$ cat src/source/sha512_consts.svh
// SHA-512 accelerator constants for widths, round count, register map and identity
`ifndef SHA512_CONSTS_SVH
`define SHA512_CONSTS_SVH

`define SHA512_WORD_W        64
`define SHA512_BUS_W         32
`define SHA512_BLOCK_W       1024
`define SHA512_BLOCK_WORDS   32
`define SHA512_DIGEST_WORDS  16
`define SHA384_DIGEST_WORDS  12
`define SHA512_ROUNDS        80
`define SHA512_ADDR_W        12

// Identity words, ASCII "sha2" and "512 "
`define SHA512_NAME0         32'h73686132
`define SHA512_NAME1         32'h35313220
`define SHA512_VERSION0      32'h00010000
`define SHA512_VERSION1      32'h00000000

// ------------------------------
// Register offsets
// ------------------------------
`define SHA512_ADDR_NAME     12'h000
`define SHA512_ADDR_VERSION  12'h008
`define SHA512_ADDR_CTRL     12'h010
`define SHA512_ADDR_STATUS   12'h018
`define SHA512_ADDR_INTR_EN  12'h020
`define SHA512_ADDR_INTR_STS 12'h024
`define SHA512_ADDR_BLOCK    12'h080
`define SHA512_ADDR_DIGEST   12'h100

`endif

$ cat src/source/sha512_pkg.sv
// SHA-512 types, round constants and initial hash values
`include "sha512_consts.svh"

package sha512_pkg;

  typedef logic [`SHA512_WORD_W-1:0]  word_t;
  typedef logic [`SHA512_BUS_W-1:0]   bus_word_t;
  // Bus word 0 sits in the top 32 bits
  typedef logic [`SHA512_BLOCK_W-1:0] block_t;
  // Element 0 is a (or H0), element 7 is h (or H7)
  typedef word_t [0:7]                state_t;
  typedef logic [6:0]                 round_idx_t;

  // ------------------------------
  // Round constants
  // ------------------------------
  localparam word_t K_TABLE [0:`SHA512_ROUNDS-1] = '{
    64'h428a2f98d728ae22, 64'h7137449123ef65cd, 64'hb5c0fbcfec4d3b2f, 64'he9b5dba58189dbbc,
    64'h3956c25bf348b538, 64'h59f111f1b605d019, 64'h923f82a4af194f9b, 64'hab1c5ed5da6d8118,
    64'hd807aa98a3030242, 64'h12835b0145706fbe, 64'h243185be4ee4b28c, 64'h550c7dc3d5ffb4e2,
    64'h72be5d74f27b896f, 64'h80deb1fe3b1696b1, 64'h9bdc06a725c71235, 64'hc19bf174cf692694,
    64'he49b69c19ef14ad2, 64'hefbe4786384f25e3, 64'h0fc19dc68b8cd5b5, 64'h240ca1cc77ac9c65,
    64'h2de92c6f592b0275, 64'h4a7484aa6ea6e483, 64'h5cb0a9dcbd41fbd4, 64'h76f988da831153b5,
    64'h983e5152ee66dfab, 64'ha831c66d2db43210, 64'hb00327c898fb213f, 64'hbf597fc7beef0ee4,
    64'hc6e00bf33da88fc2, 64'hd5a79147930aa725, 64'h06ca6351e003826f, 64'h142929670a0e6e70,
    64'h27b70a8546d22ffc, 64'h2e1b21385c26c926, 64'h4d2c6dfc5ac42aed, 64'h53380d139d95b3df,
    64'h650a73548baf63de, 64'h766a0abb3c77b2a8, 64'h81c2c92e47edaee6, 64'h92722c851482353b,
    64'ha2bfe8a14cf10364, 64'ha81a664bbc423001, 64'hc24b8b70d0f89791, 64'hc76c51a30654be30,
    64'hd192e819d6ef5218, 64'hd69906245565a910, 64'hf40e35855771202a, 64'h106aa07032bbd1b8,
    64'h19a4c116b8d2d0c8, 64'h1e376c085141ab53, 64'h2748774cdf8eeb99, 64'h34b0bcb5e19b48a8,
    64'h391c0cb3c5c95a63, 64'h4ed8aa4ae3418acb, 64'h5b9cca4f7763e373, 64'h682e6ff3d6b2b8a3,
    64'h748f82ee5defb2fc, 64'h78a5636f43172f60, 64'h84c87814a1f0ab72, 64'h8cc702081a6439ec,
    64'h90befffa23631e28, 64'ha4506cebde82bde9, 64'hbef9a3f7b2c67915, 64'hc67178f2e372532b,
    64'hca273eceea26619c, 64'hd186b8c721c0c207, 64'heada7dd6cde0eb1e, 64'hf57d4f7fee6ed178,
    64'h06f067aa72176fba, 64'h0a637dc5a2c898a6, 64'h113f9804bef90dae, 64'h1b710b35131c471b,
    64'h28db77f523047d84, 64'h32caab7b40c72493, 64'h3c9ebe0a15c9bebc, 64'h431d67c49c100d4c,
    64'h4cc5d4becb3e42b6, 64'h597f299cfc657e2a, 64'h5fcb6fab3ad6faec, 64'h6c44198c4a475817
  };

  // ------------------------------
  // Initial hash values
  // ------------------------------
  localparam state_t IV_512 = {
    64'h6a09e667f3bcc908, 64'hbb67ae8584caa73b, 64'h3c6ef372fe94f82b, 64'ha54ff53a5f1d36f1,
    64'h510e527fade682d1, 64'h9b05688c2b3e6c1f, 64'h1f83d9abfb41bd6b, 64'h5be0cd19137e2179
  };

  localparam state_t IV_384 = {
    64'hcbbb9d5dc1059ed8, 64'h629a292a367cd507, 64'h9159015a3070dd17, 64'h152fecd8f70e5939,
    64'h67332667ffc00b31, 64'h8eb44a8768581511, 64'hdb0c2e0d64f98fa7, 64'h47b5481dbefa4fa4
  };

  function automatic word_t sha512_k(input round_idx_t idx);
    return K_TABLE[idx];
  endfunction

  function automatic state_t sha512_iv(input logic mode_384);
    return mode_384 ? IV_384 : IV_512;
  endfunction

endpackage

$ cat src/source/sha512_core_if.sv
// Command, block and digest signals between the register block and the hash core
interface sha512_core_if;

  // Driven by the register block
  logic                init;
  logic                next;
  logic                mode_384;
  logic                zeroize;
  sha512_pkg::block_t  block;

  // Driven by the core
  logic                ready;
  logic                digest_valid;
  sha512_pkg::state_t  digest;

  modport regs (
    output init, next, mode_384, zeroize, block,
    input  ready, digest_valid, digest
  );

  modport core (
    input  init, next, mode_384, zeroize, block,
    output ready, digest_valid, digest
  );

endinterface

$ cat src/source/sha512_regs.sv
// APB register block for the SHA-512 accelerator with command pulses and interrupt
`include "sha512_consts.svh"

module sha512_regs (
  input  logic                      clk,
  input  logic                      reset_n,
  input  logic                      psel,
  input  logic                      penable,
  input  logic                      pwrite,
  input  logic [`SHA512_ADDR_W-1:0] paddr,
  input  sha512_pkg::bus_word_t     pwdata,
  output sha512_pkg::bus_word_t     prdata,
  output logic                      pready,
  output logic                      pslverr,
  output logic                      notif_intr,
  sha512_core_if.regs               cif
);

  localparam int BLK_IDX_W = $clog2(`SHA512_BLOCK_WORDS);
  localparam int DIG_IDX_W = $clog2(`SHA512_DIGEST_WORDS);

  sha512_pkg::bus_word_t     block_q [0:`SHA512_BLOCK_WORDS-1];
  logic                      init_q, next_q, zeroize_q, mode_q;
  logic                      intr_en_q, intr_sts_q, valid_q;
  logic                      access, wr_en, done_rise;
  logic [`SHA512_ADDR_W-1:0] word_addr, blk_off, dig_off;
  logic [BLK_IDX_W-1:0]      blk_idx;
  logic [DIG_IDX_W-1:0]      dig_idx;
  logic                      blk_hit, dig_hit, addr_ok, addr_ro;
  sha512_pkg::bus_word_t     rd_data, dig_word;
  sha512_pkg::word_t         dig_pair;

  // ------------------------------
  // Address decode
  // ------------------------------
  assign access    = psel & penable;
  assign word_addr = {paddr[`SHA512_ADDR_W-1:2], 2'b00};
  assign blk_off   = word_addr - `SHA512_ADDR_BLOCK;
  assign dig_off   = word_addr - `SHA512_ADDR_DIGEST;
  assign blk_idx   = blk_off[BLK_IDX_W+1:2];
  assign dig_idx   = dig_off[DIG_IDX_W+1:2];
  assign blk_hit   = (word_addr >= `SHA512_ADDR_BLOCK) && (blk_off < 4 * `SHA512_BLOCK_WORDS);
  assign dig_hit   = (word_addr >= `SHA512_ADDR_DIGEST) && (dig_off < 4 * `SHA512_DIGEST_WORDS);

  // Digest is big endian, upper half of each hash word first
  always_comb begin
    dig_pair = cif.digest[dig_idx[DIG_IDX_W-1:1]];
    dig_word = dig_idx[0] ? dig_pair[31:0] : dig_pair[63:32];
    if (mode_q && (dig_idx >= `SHA384_DIGEST_WORDS)) begin
      dig_word = '0;
    end
  end

  always_comb begin
    rd_data = '0;
    addr_ok = 1'b1;
    addr_ro = 1'b0;
    if (blk_hit) begin
      rd_data = block_q[blk_idx];
    end else if (dig_hit) begin
      rd_data = dig_word;
      addr_ro = 1'b1;
    end else begin
      case (word_addr)
        `SHA512_ADDR_NAME: begin
          rd_data = `SHA512_NAME0;
          addr_ro = 1'b1;
        end
        `SHA512_ADDR_NAME + 12'h4: begin
          rd_data = `SHA512_NAME1;
          addr_ro = 1'b1;
        end
        `SHA512_ADDR_VERSION: begin
          rd_data = `SHA512_VERSION0;
          addr_ro = 1'b1;
        end
        `SHA512_ADDR_VERSION + 12'h4: begin
          rd_data = `SHA512_VERSION1;
          addr_ro = 1'b1;
        end
        `SHA512_ADDR_CTRL:     rd_data[2] = mode_q;
        `SHA512_ADDR_STATUS: begin
          rd_data[1:0] = {cif.digest_valid, cif.ready};
          addr_ro      = 1'b1;
        end
        `SHA512_ADDR_INTR_EN:  rd_data[0] = intr_en_q;
        `SHA512_ADDR_INTR_STS: rd_data[0] = intr_sts_q;
        default:               addr_ok = 1'b0;
      endcase
    end
  end

  assign prdata  = rd_data;
  assign pready  = 1'b1;
  assign pslverr = access & (~addr_ok | (pwrite & addr_ro));
  assign wr_en   = access & pwrite & addr_ok & ~addr_ro;

  // ------------------------------
  // Control, mode and interrupt
  // ------------------------------
  assign done_rise = cif.digest_valid & ~valid_q;

  always_ff @(posedge clk or negedge reset_n) begin
    if (!reset_n) begin
      init_q     <= 1'b0;
      next_q     <= 1'b0;
      zeroize_q  <= 1'b0;
      mode_q     <= 1'b0;
      intr_en_q  <= 1'b0;
      intr_sts_q <= 1'b0;
      valid_q    <= 1'b0;
    end else begin
      // Command bits live for one cycle only
      init_q    <= wr_en & (word_addr == `SHA512_ADDR_CTRL) & pwdata[0];
      next_q    <= wr_en & (word_addr == `SHA512_ADDR_CTRL) & pwdata[1];
      zeroize_q <= wr_en & (word_addr == `SHA512_ADDR_CTRL) & pwdata[4];
      if (wr_en && (word_addr == `SHA512_ADDR_CTRL)) begin
        mode_q <= pwdata[2];
      end
      if (wr_en && (word_addr == `SHA512_ADDR_INTR_EN)) begin
        intr_en_q <= pwdata[0];
      end
      // A new completion beats a simultaneous clear
      intr_sts_q <= done_rise | (intr_sts_q &
                    ~(wr_en & (word_addr == `SHA512_ADDR_INTR_STS) & pwdata[0]));
      valid_q    <= cif.digest_valid;
    end
  end

  assign notif_intr = intr_sts_q & intr_en_q;

  // Message block words
  always_ff @(posedge clk) begin
    if (zeroize_q) begin
      for (int i = 0; i < `SHA512_BLOCK_WORDS; i++) begin
        block_q[i] <= '0;
      end
    end else if (wr_en && blk_hit) begin
      block_q[blk_idx] <= pwdata;
    end
  end

  always_comb begin
    for (int i = 0; i < `SHA512_BLOCK_WORDS; i++) begin
      cif.block[`SHA512_BLOCK_W-1-`SHA512_BUS_W*i -: `SHA512_BUS_W] = block_q[i];
    end
  end

  assign cif.init     = init_q;
  assign cif.next     = next_q;
  assign cif.zeroize  = zeroize_q;
  assign cif.mode_384 = mode_q;

endmodule

$ cat src/flat_wrapper.sv
// flat-port wrapper written by rule: the top's interface ports become plain ports
module sha512_regs_flat 
  (clk, reset_n, psel, penable, pwrite, paddr, pwdata, prdata, pready, pslverr, notif_intr, cif_init, cif_next, cif_mode_384, cif_zeroize, cif_block, cif_ready, cif_digest_valid, cif_digest);
  sha512_core_if cif_i ();
  input  logic clk;
  input  logic reset_n;
  input  logic psel;
  input  logic penable;
  input  logic pwrite;
  input  logic [`SHA512_ADDR_W-1:0] paddr;
  input  sha512_pkg::bus_word_t pwdata;
  output sha512_pkg::bus_word_t prdata;
  output logic pready;
  output logic pslverr;
  output logic notif_intr;
  output wire logic [$bits(cif_i.init)-1:0] cif_init;
  output wire logic [$bits(cif_i.next)-1:0] cif_next;
  output wire logic [$bits(cif_i.mode_384)-1:0] cif_mode_384;
  output wire logic [$bits(cif_i.zeroize)-1:0] cif_zeroize;
  output wire logic [$bits(cif_i.block)-1:0] cif_block;
  input wire logic [$bits(cif_i.ready)-1:0] cif_ready;
  input wire logic [$bits(cif_i.digest_valid)-1:0] cif_digest_valid;
  input wire logic [$bits(cif_i.digest)-1:0] cif_digest;
  assign cif_init = cif_i.init;
  assign cif_next = cif_i.next;
  assign cif_mode_384 = cif_i.mode_384;
  assign cif_zeroize = cif_i.zeroize;
  assign cif_block = cif_i.block;
  assign cif_i.ready = cif_ready;
  assign cif_i.digest_valid = cif_digest_valid;
  assign cif_i.digest = cif_digest;
  sha512_regs u_core (.clk(clk), .reset_n(reset_n), .psel(psel), .penable(penable), .pwrite(pwrite), .paddr(paddr), .pwdata(pwdata), .prdata(prdata), .pready(pready), .pslverr(pslverr), .notif_intr(notif_intr), .cif(cif_i));
endmodule
$ cat config.mk
export PLATFORM = sky130hd
export DESIGN_NAME = sha512_regs_flat
export DESIGN_NICKNAME = d
export VERILOG_FILES = /design/src/source/sha512_pkg.sv /design/src/source/sha512_core_if.sv /design/src/source/sha512_regs.sv /design/src/flat_wrapper.sv
export VERILOG_INCLUDE_DIRS = /design/src /design/src/source
export SDC_FILE = /design/constraint.sdc
export NUM_CORES = 2
export LEC_CHECK = 0
export BUFFER_PORTS_ARGS = -buffer_cell sky130_fd_sc_hd__buf_2
export CORE_AREA = 5 5 627 629
export CTS_CLUSTER_DIAMETER = 30
export CTS_CLUSTER_SIZE = 40
export DETAILED_ROUTE_END_ITERATION = 8
export DIE_AREA = 0 0 632 634
export PLACE_DENSITY_LB_ADDON = 0.25
export SETUP_SLACK_MARGIN = 0.15
export SLEW_MARGIN = 20
export SYNTH_ARGS = -nofsm -noshare
export SYNTH_HDL_FRONTEND = slang
export SYNTH_SLANG_ARGS = --single-unit
$ cat constraint.sdc
create_clock -name clk -period 2.51 [get_ports clk]
set_input_delay 0.1255 -clock clk [delete_from_list [all_inputs] [get_ports clk]]
set_output_delay 0.1255 -clock clk [all_outputs]
set_load 0.005 [all_outputs]
==> run_results.csv <==
group,metric,value,unit
pwr,power.leakage,0.0376,uW
critical_path,arrival,3.39,ns
run_status,status,"finished with violations",
critical_path,slowest_delay,0.49,ns
logic_synthesis,synth_top_flop_cell,"edfxtp_1",
drt,viasPerCell,3.96,
global_route,grt_pass1_wl,596,mm
logic_synthesis,yosysTopAreaCell,"edfxtp_1",
pwr,vdd_ir_drop_max,541,uV
global_route,grt_max_degree,34,
layout,multi_input_area,20000,um2
layout,area.sequential,30900,um2
layout,finalNonFillerCells,11705,
sta,setup_tns,-17.76,ns
sta,period_share,140,%
clock_network,cts_tree,"yes",
die,start_util,13.3,%
pwr,p_seq_share,30.4,%
sta,min_period,3.51,ns
global_route,use_met2,41.3,%
global_route,track_usage,23.6,%
pwr,power_frac_clock,63.0,%
sta,setup_viol,32,
layout,layout_common_cells,"buf_2 (1582), and2_1 (1028), edfxtp_1 (1024), buf_4 (624), mux4_2 (332)",
die,ios,1626,
pwr,p_int,46700,uW
clock_network,cts_buffers,310,
layout,final_util,22.3,%
pwr,p_sw,14900,uW
global_route,grt_util_met1,24.9,%
hold_path,worstHoldPathType,"primary input to register",
pwr,power_density,711,nW/um2
drt,vias,46384,
clock_network,cts.htree.levels,5,
critical_path,worstSetupStartpointType,"register",
layout,areaGrowthSynthToFinish,68.7,%
logic_synthesis,synth_edf_count,1024,
global_route,use_met3,5.98,%
global_route,grt_overflow_total,0,
sta,slew_violations,0,
sta,fmax,285,MHz
die,row_count,229,
placed_design,numPlacedInstances,10578,
critical_path,cp.buffers_inverters,4,
layout,drive_above_1_share,57.4,%
drt,drt.antenna.violating_nets,0,
logic_synthesis,synth_seq_area_share,60.2,%
logic_synthesis,ys_types,60,
drt,wl_per_cell,42.4,um
sta,rsz0062_at_grt,"true",
drt,drt-initial-drc-count,4419,
placed_design,hpwl,419,mm
logic_synthesis,synth.cell_area,51300,um2
clock_network,root_buffer,"clkbuf_16",
drt,finalWirelength,496,mm
sta,relSlewSlack,26.0,%
critical_path,crit_path_top_delay_cell,"mux4_2",
pwr,p_comb_share,6.6,%
logic_synthesis,synthTopCellsByArea,"edfxtp_1 (60%), mux4_2 (15%), and2_1 (13%)",
sta,tightest_slew,1.11,ns
die,die_x,632,um
layout,fillCellCount,41650,
global_route,grt_pass1_vias,46151,
die,die_h,634,um
sta,skew,0.0825,ns
logic_synthesis,syn_area_per_cell,15.2,um2
logic_synthesis,ys.warnings.count,0,
flow_run,drv_cap,0,
placed_design,place_area,72600,um2
sta,final-hold-violation-count,0,
pwr,totalPowerFinal,61600,uW
critical_path,end_kind,"output port",
layout,final_area,86600,um2
critical_path,path_class,"register to output port",
pwr,swShare,24.1,%
global_route,antenna_found_initial,346,
logic_synthesis,syn_inst,3379,
critical_path,cp_top_family,"multiplexers",
logic_synthesis,ys_seq_elements,1031,
critical_path,path_common_cell,"buf_12",
drt,drcViolationCount,0,
logic_synthesis,synth-async-reset-ratio,0.679,%
clock_network,clk_path_buf_depth,4,
critical_path,critPathMaxFanout,2,
critical_path,cp.required,2.38,ns
global_route,busiest_layer,"met2",
layout,finalNetCount,6400,
clock_network,cts.clk_slew.worst_paths,0.05,ns
logic_synthesis,synth_nets,3943,
placed_design,place_congestion,0.994,
run_status,violations,"setup timing",
placed_design,io_buffers,1622,
drt,first_pass_iters,8,
clock_network,cts.sinks,1031,
layout,mostFrequentLayoutCell,"buf_2",
sta,layout_setup_ws,-1.00,ns
logic_synthesis,synth_top_area_share,59.9,%
critical_path,crit_chain,"mux4_2 > mux2_4 > a221oi_2 > buf_4 > a211oi_4 > buf_12 > or3_4 > buf_6 > buf_12",
die,die-area,401000,um2
clock_network,clock_latency,0.91,ns
die,core_area,387000,um2
-- metrics by stage --
stage / worst slack [ns] / hold WS (ns)
floorplan: -0.222 / -0.170
global placement: -1.62 / 0.0830
detailed placement: -1.15 / 0.0849
CTS: -1.16 / 0.000987
global route: -1.14 / 0.0196
finish: -1.00 / 0.0361
-- power groups by stage --
stage / clock (uW) / sequential (uW) / combinational (uW)
2_1_floorplan: 0 / 19000 / 1260
3_3_place_gp: 0 / 19000 / 3980
3_5_place_dp: 0 / 19000 / 3980
4_1_cts: 39300 / 18700 / 4130
5_1_grt: 40400 / 18700 / 4190
6_report: 38800 / 18700 / 4070
-- cell families after synthesis --
logic type / after synthesis / share of synthesized area (%)
AO/OA/AOI/OAI: 277 / 4.00
XOR/XNOR: 1 / 0.0171
adder cells (fa/ha/maj): 1 / 0.0244
buffers and inverters: 358 / 3.28
flip-flops: 1031 / 60.2
multiplexers: 473 / 17.4
other: 1 / 0.00731
AND/OR/NAND/NOR: 1237 / 15.1
-- layout make-up --
class / instances / area share [%]
diodes: 431 / 1.25
repair buffers: 2499 / 20.4
clock buffers: 360 / 9.23
flip-flops and latches: 1031 / 35.7
multi-input cells: 1990 / 23.1
clock inverters: 193 / 2.68
inverters: 4 / 0.0419
well taps: 5197 / 7.51
-- synthesized netlist by cell type (all sizes together), types with 7 or more instances --
library cell	number
nand2	36
mux4	332
nand3	30
dfrtp	7
edfxtp	1024
nor2b	11
a21oi	54
o21ai	11
mux2i	121
buf	110
a22o	31
o311ai	9
or2	35
and2	1029
mux2	20
a211oi	21
o221ai	49
nor3	17
a221oi	9
a22oi	50
and3	7
nor2	36
clkbuf	244
o22ai	17
nand2b	9
-- sequential cells by signal, indices dropped and copies added (netlist names) --
register,count
u_core.block_q,1024
u_core.cif.init,1
u_core.cif.mode_384,1
u_core.cif.next,1
u_core.cif.zeroize,1
u_core.intr_en_q,1
u_core.intr_sts_q,1
u_core.valid_q,1
-- routing by layer --
| metal | share of wire [%] | routed length [um] |
|---|---|---|
| met5 | 0.089 | 441 |
| met4 | 7.2 | 35600 |
| met3 | 7.4 | 36600 |
| met2 | 51 | 252000 |
| met1 | 35 | 171000 |
-- final timing paths --
kind | endpoint | from | slack, ns | depth (start not counted)
setup / recovery | prdata[2] | u_core.block_q[14][2] | -1.00 | 9
hold / removal | u_core.block_q[21][10] | pwdata[10] | 0.04 | 2
setup reg to reg | u_core.block_q[30][24] | u_core.cif.zeroize | 0.22 | 6
hold reg to reg | u_core.intr_sts_q | u_core.valid_q | 0.47 | 1
max in group asynchronous | u_core.cif.zeroize | reset_n | 1.28 | 3
min in group asynchronous | u_core.cif.next | reset_n | 0.56 | 3
-- timing repair --
| action | in CTS | in global routing |
|---|---|---|
| hold buffers | 17 | 0 |
| setup endpoints to repair | 41 | 81 |
| pin swaps | 75 | 30 |
| gates cloned | 2 | 3 |
| setup buffers | 92 | 29 |
| hold endpoints to repair | 152 | 0 |
| gates resized for setup | 224 | 52 |
Power figures use the tool's default switching activity.
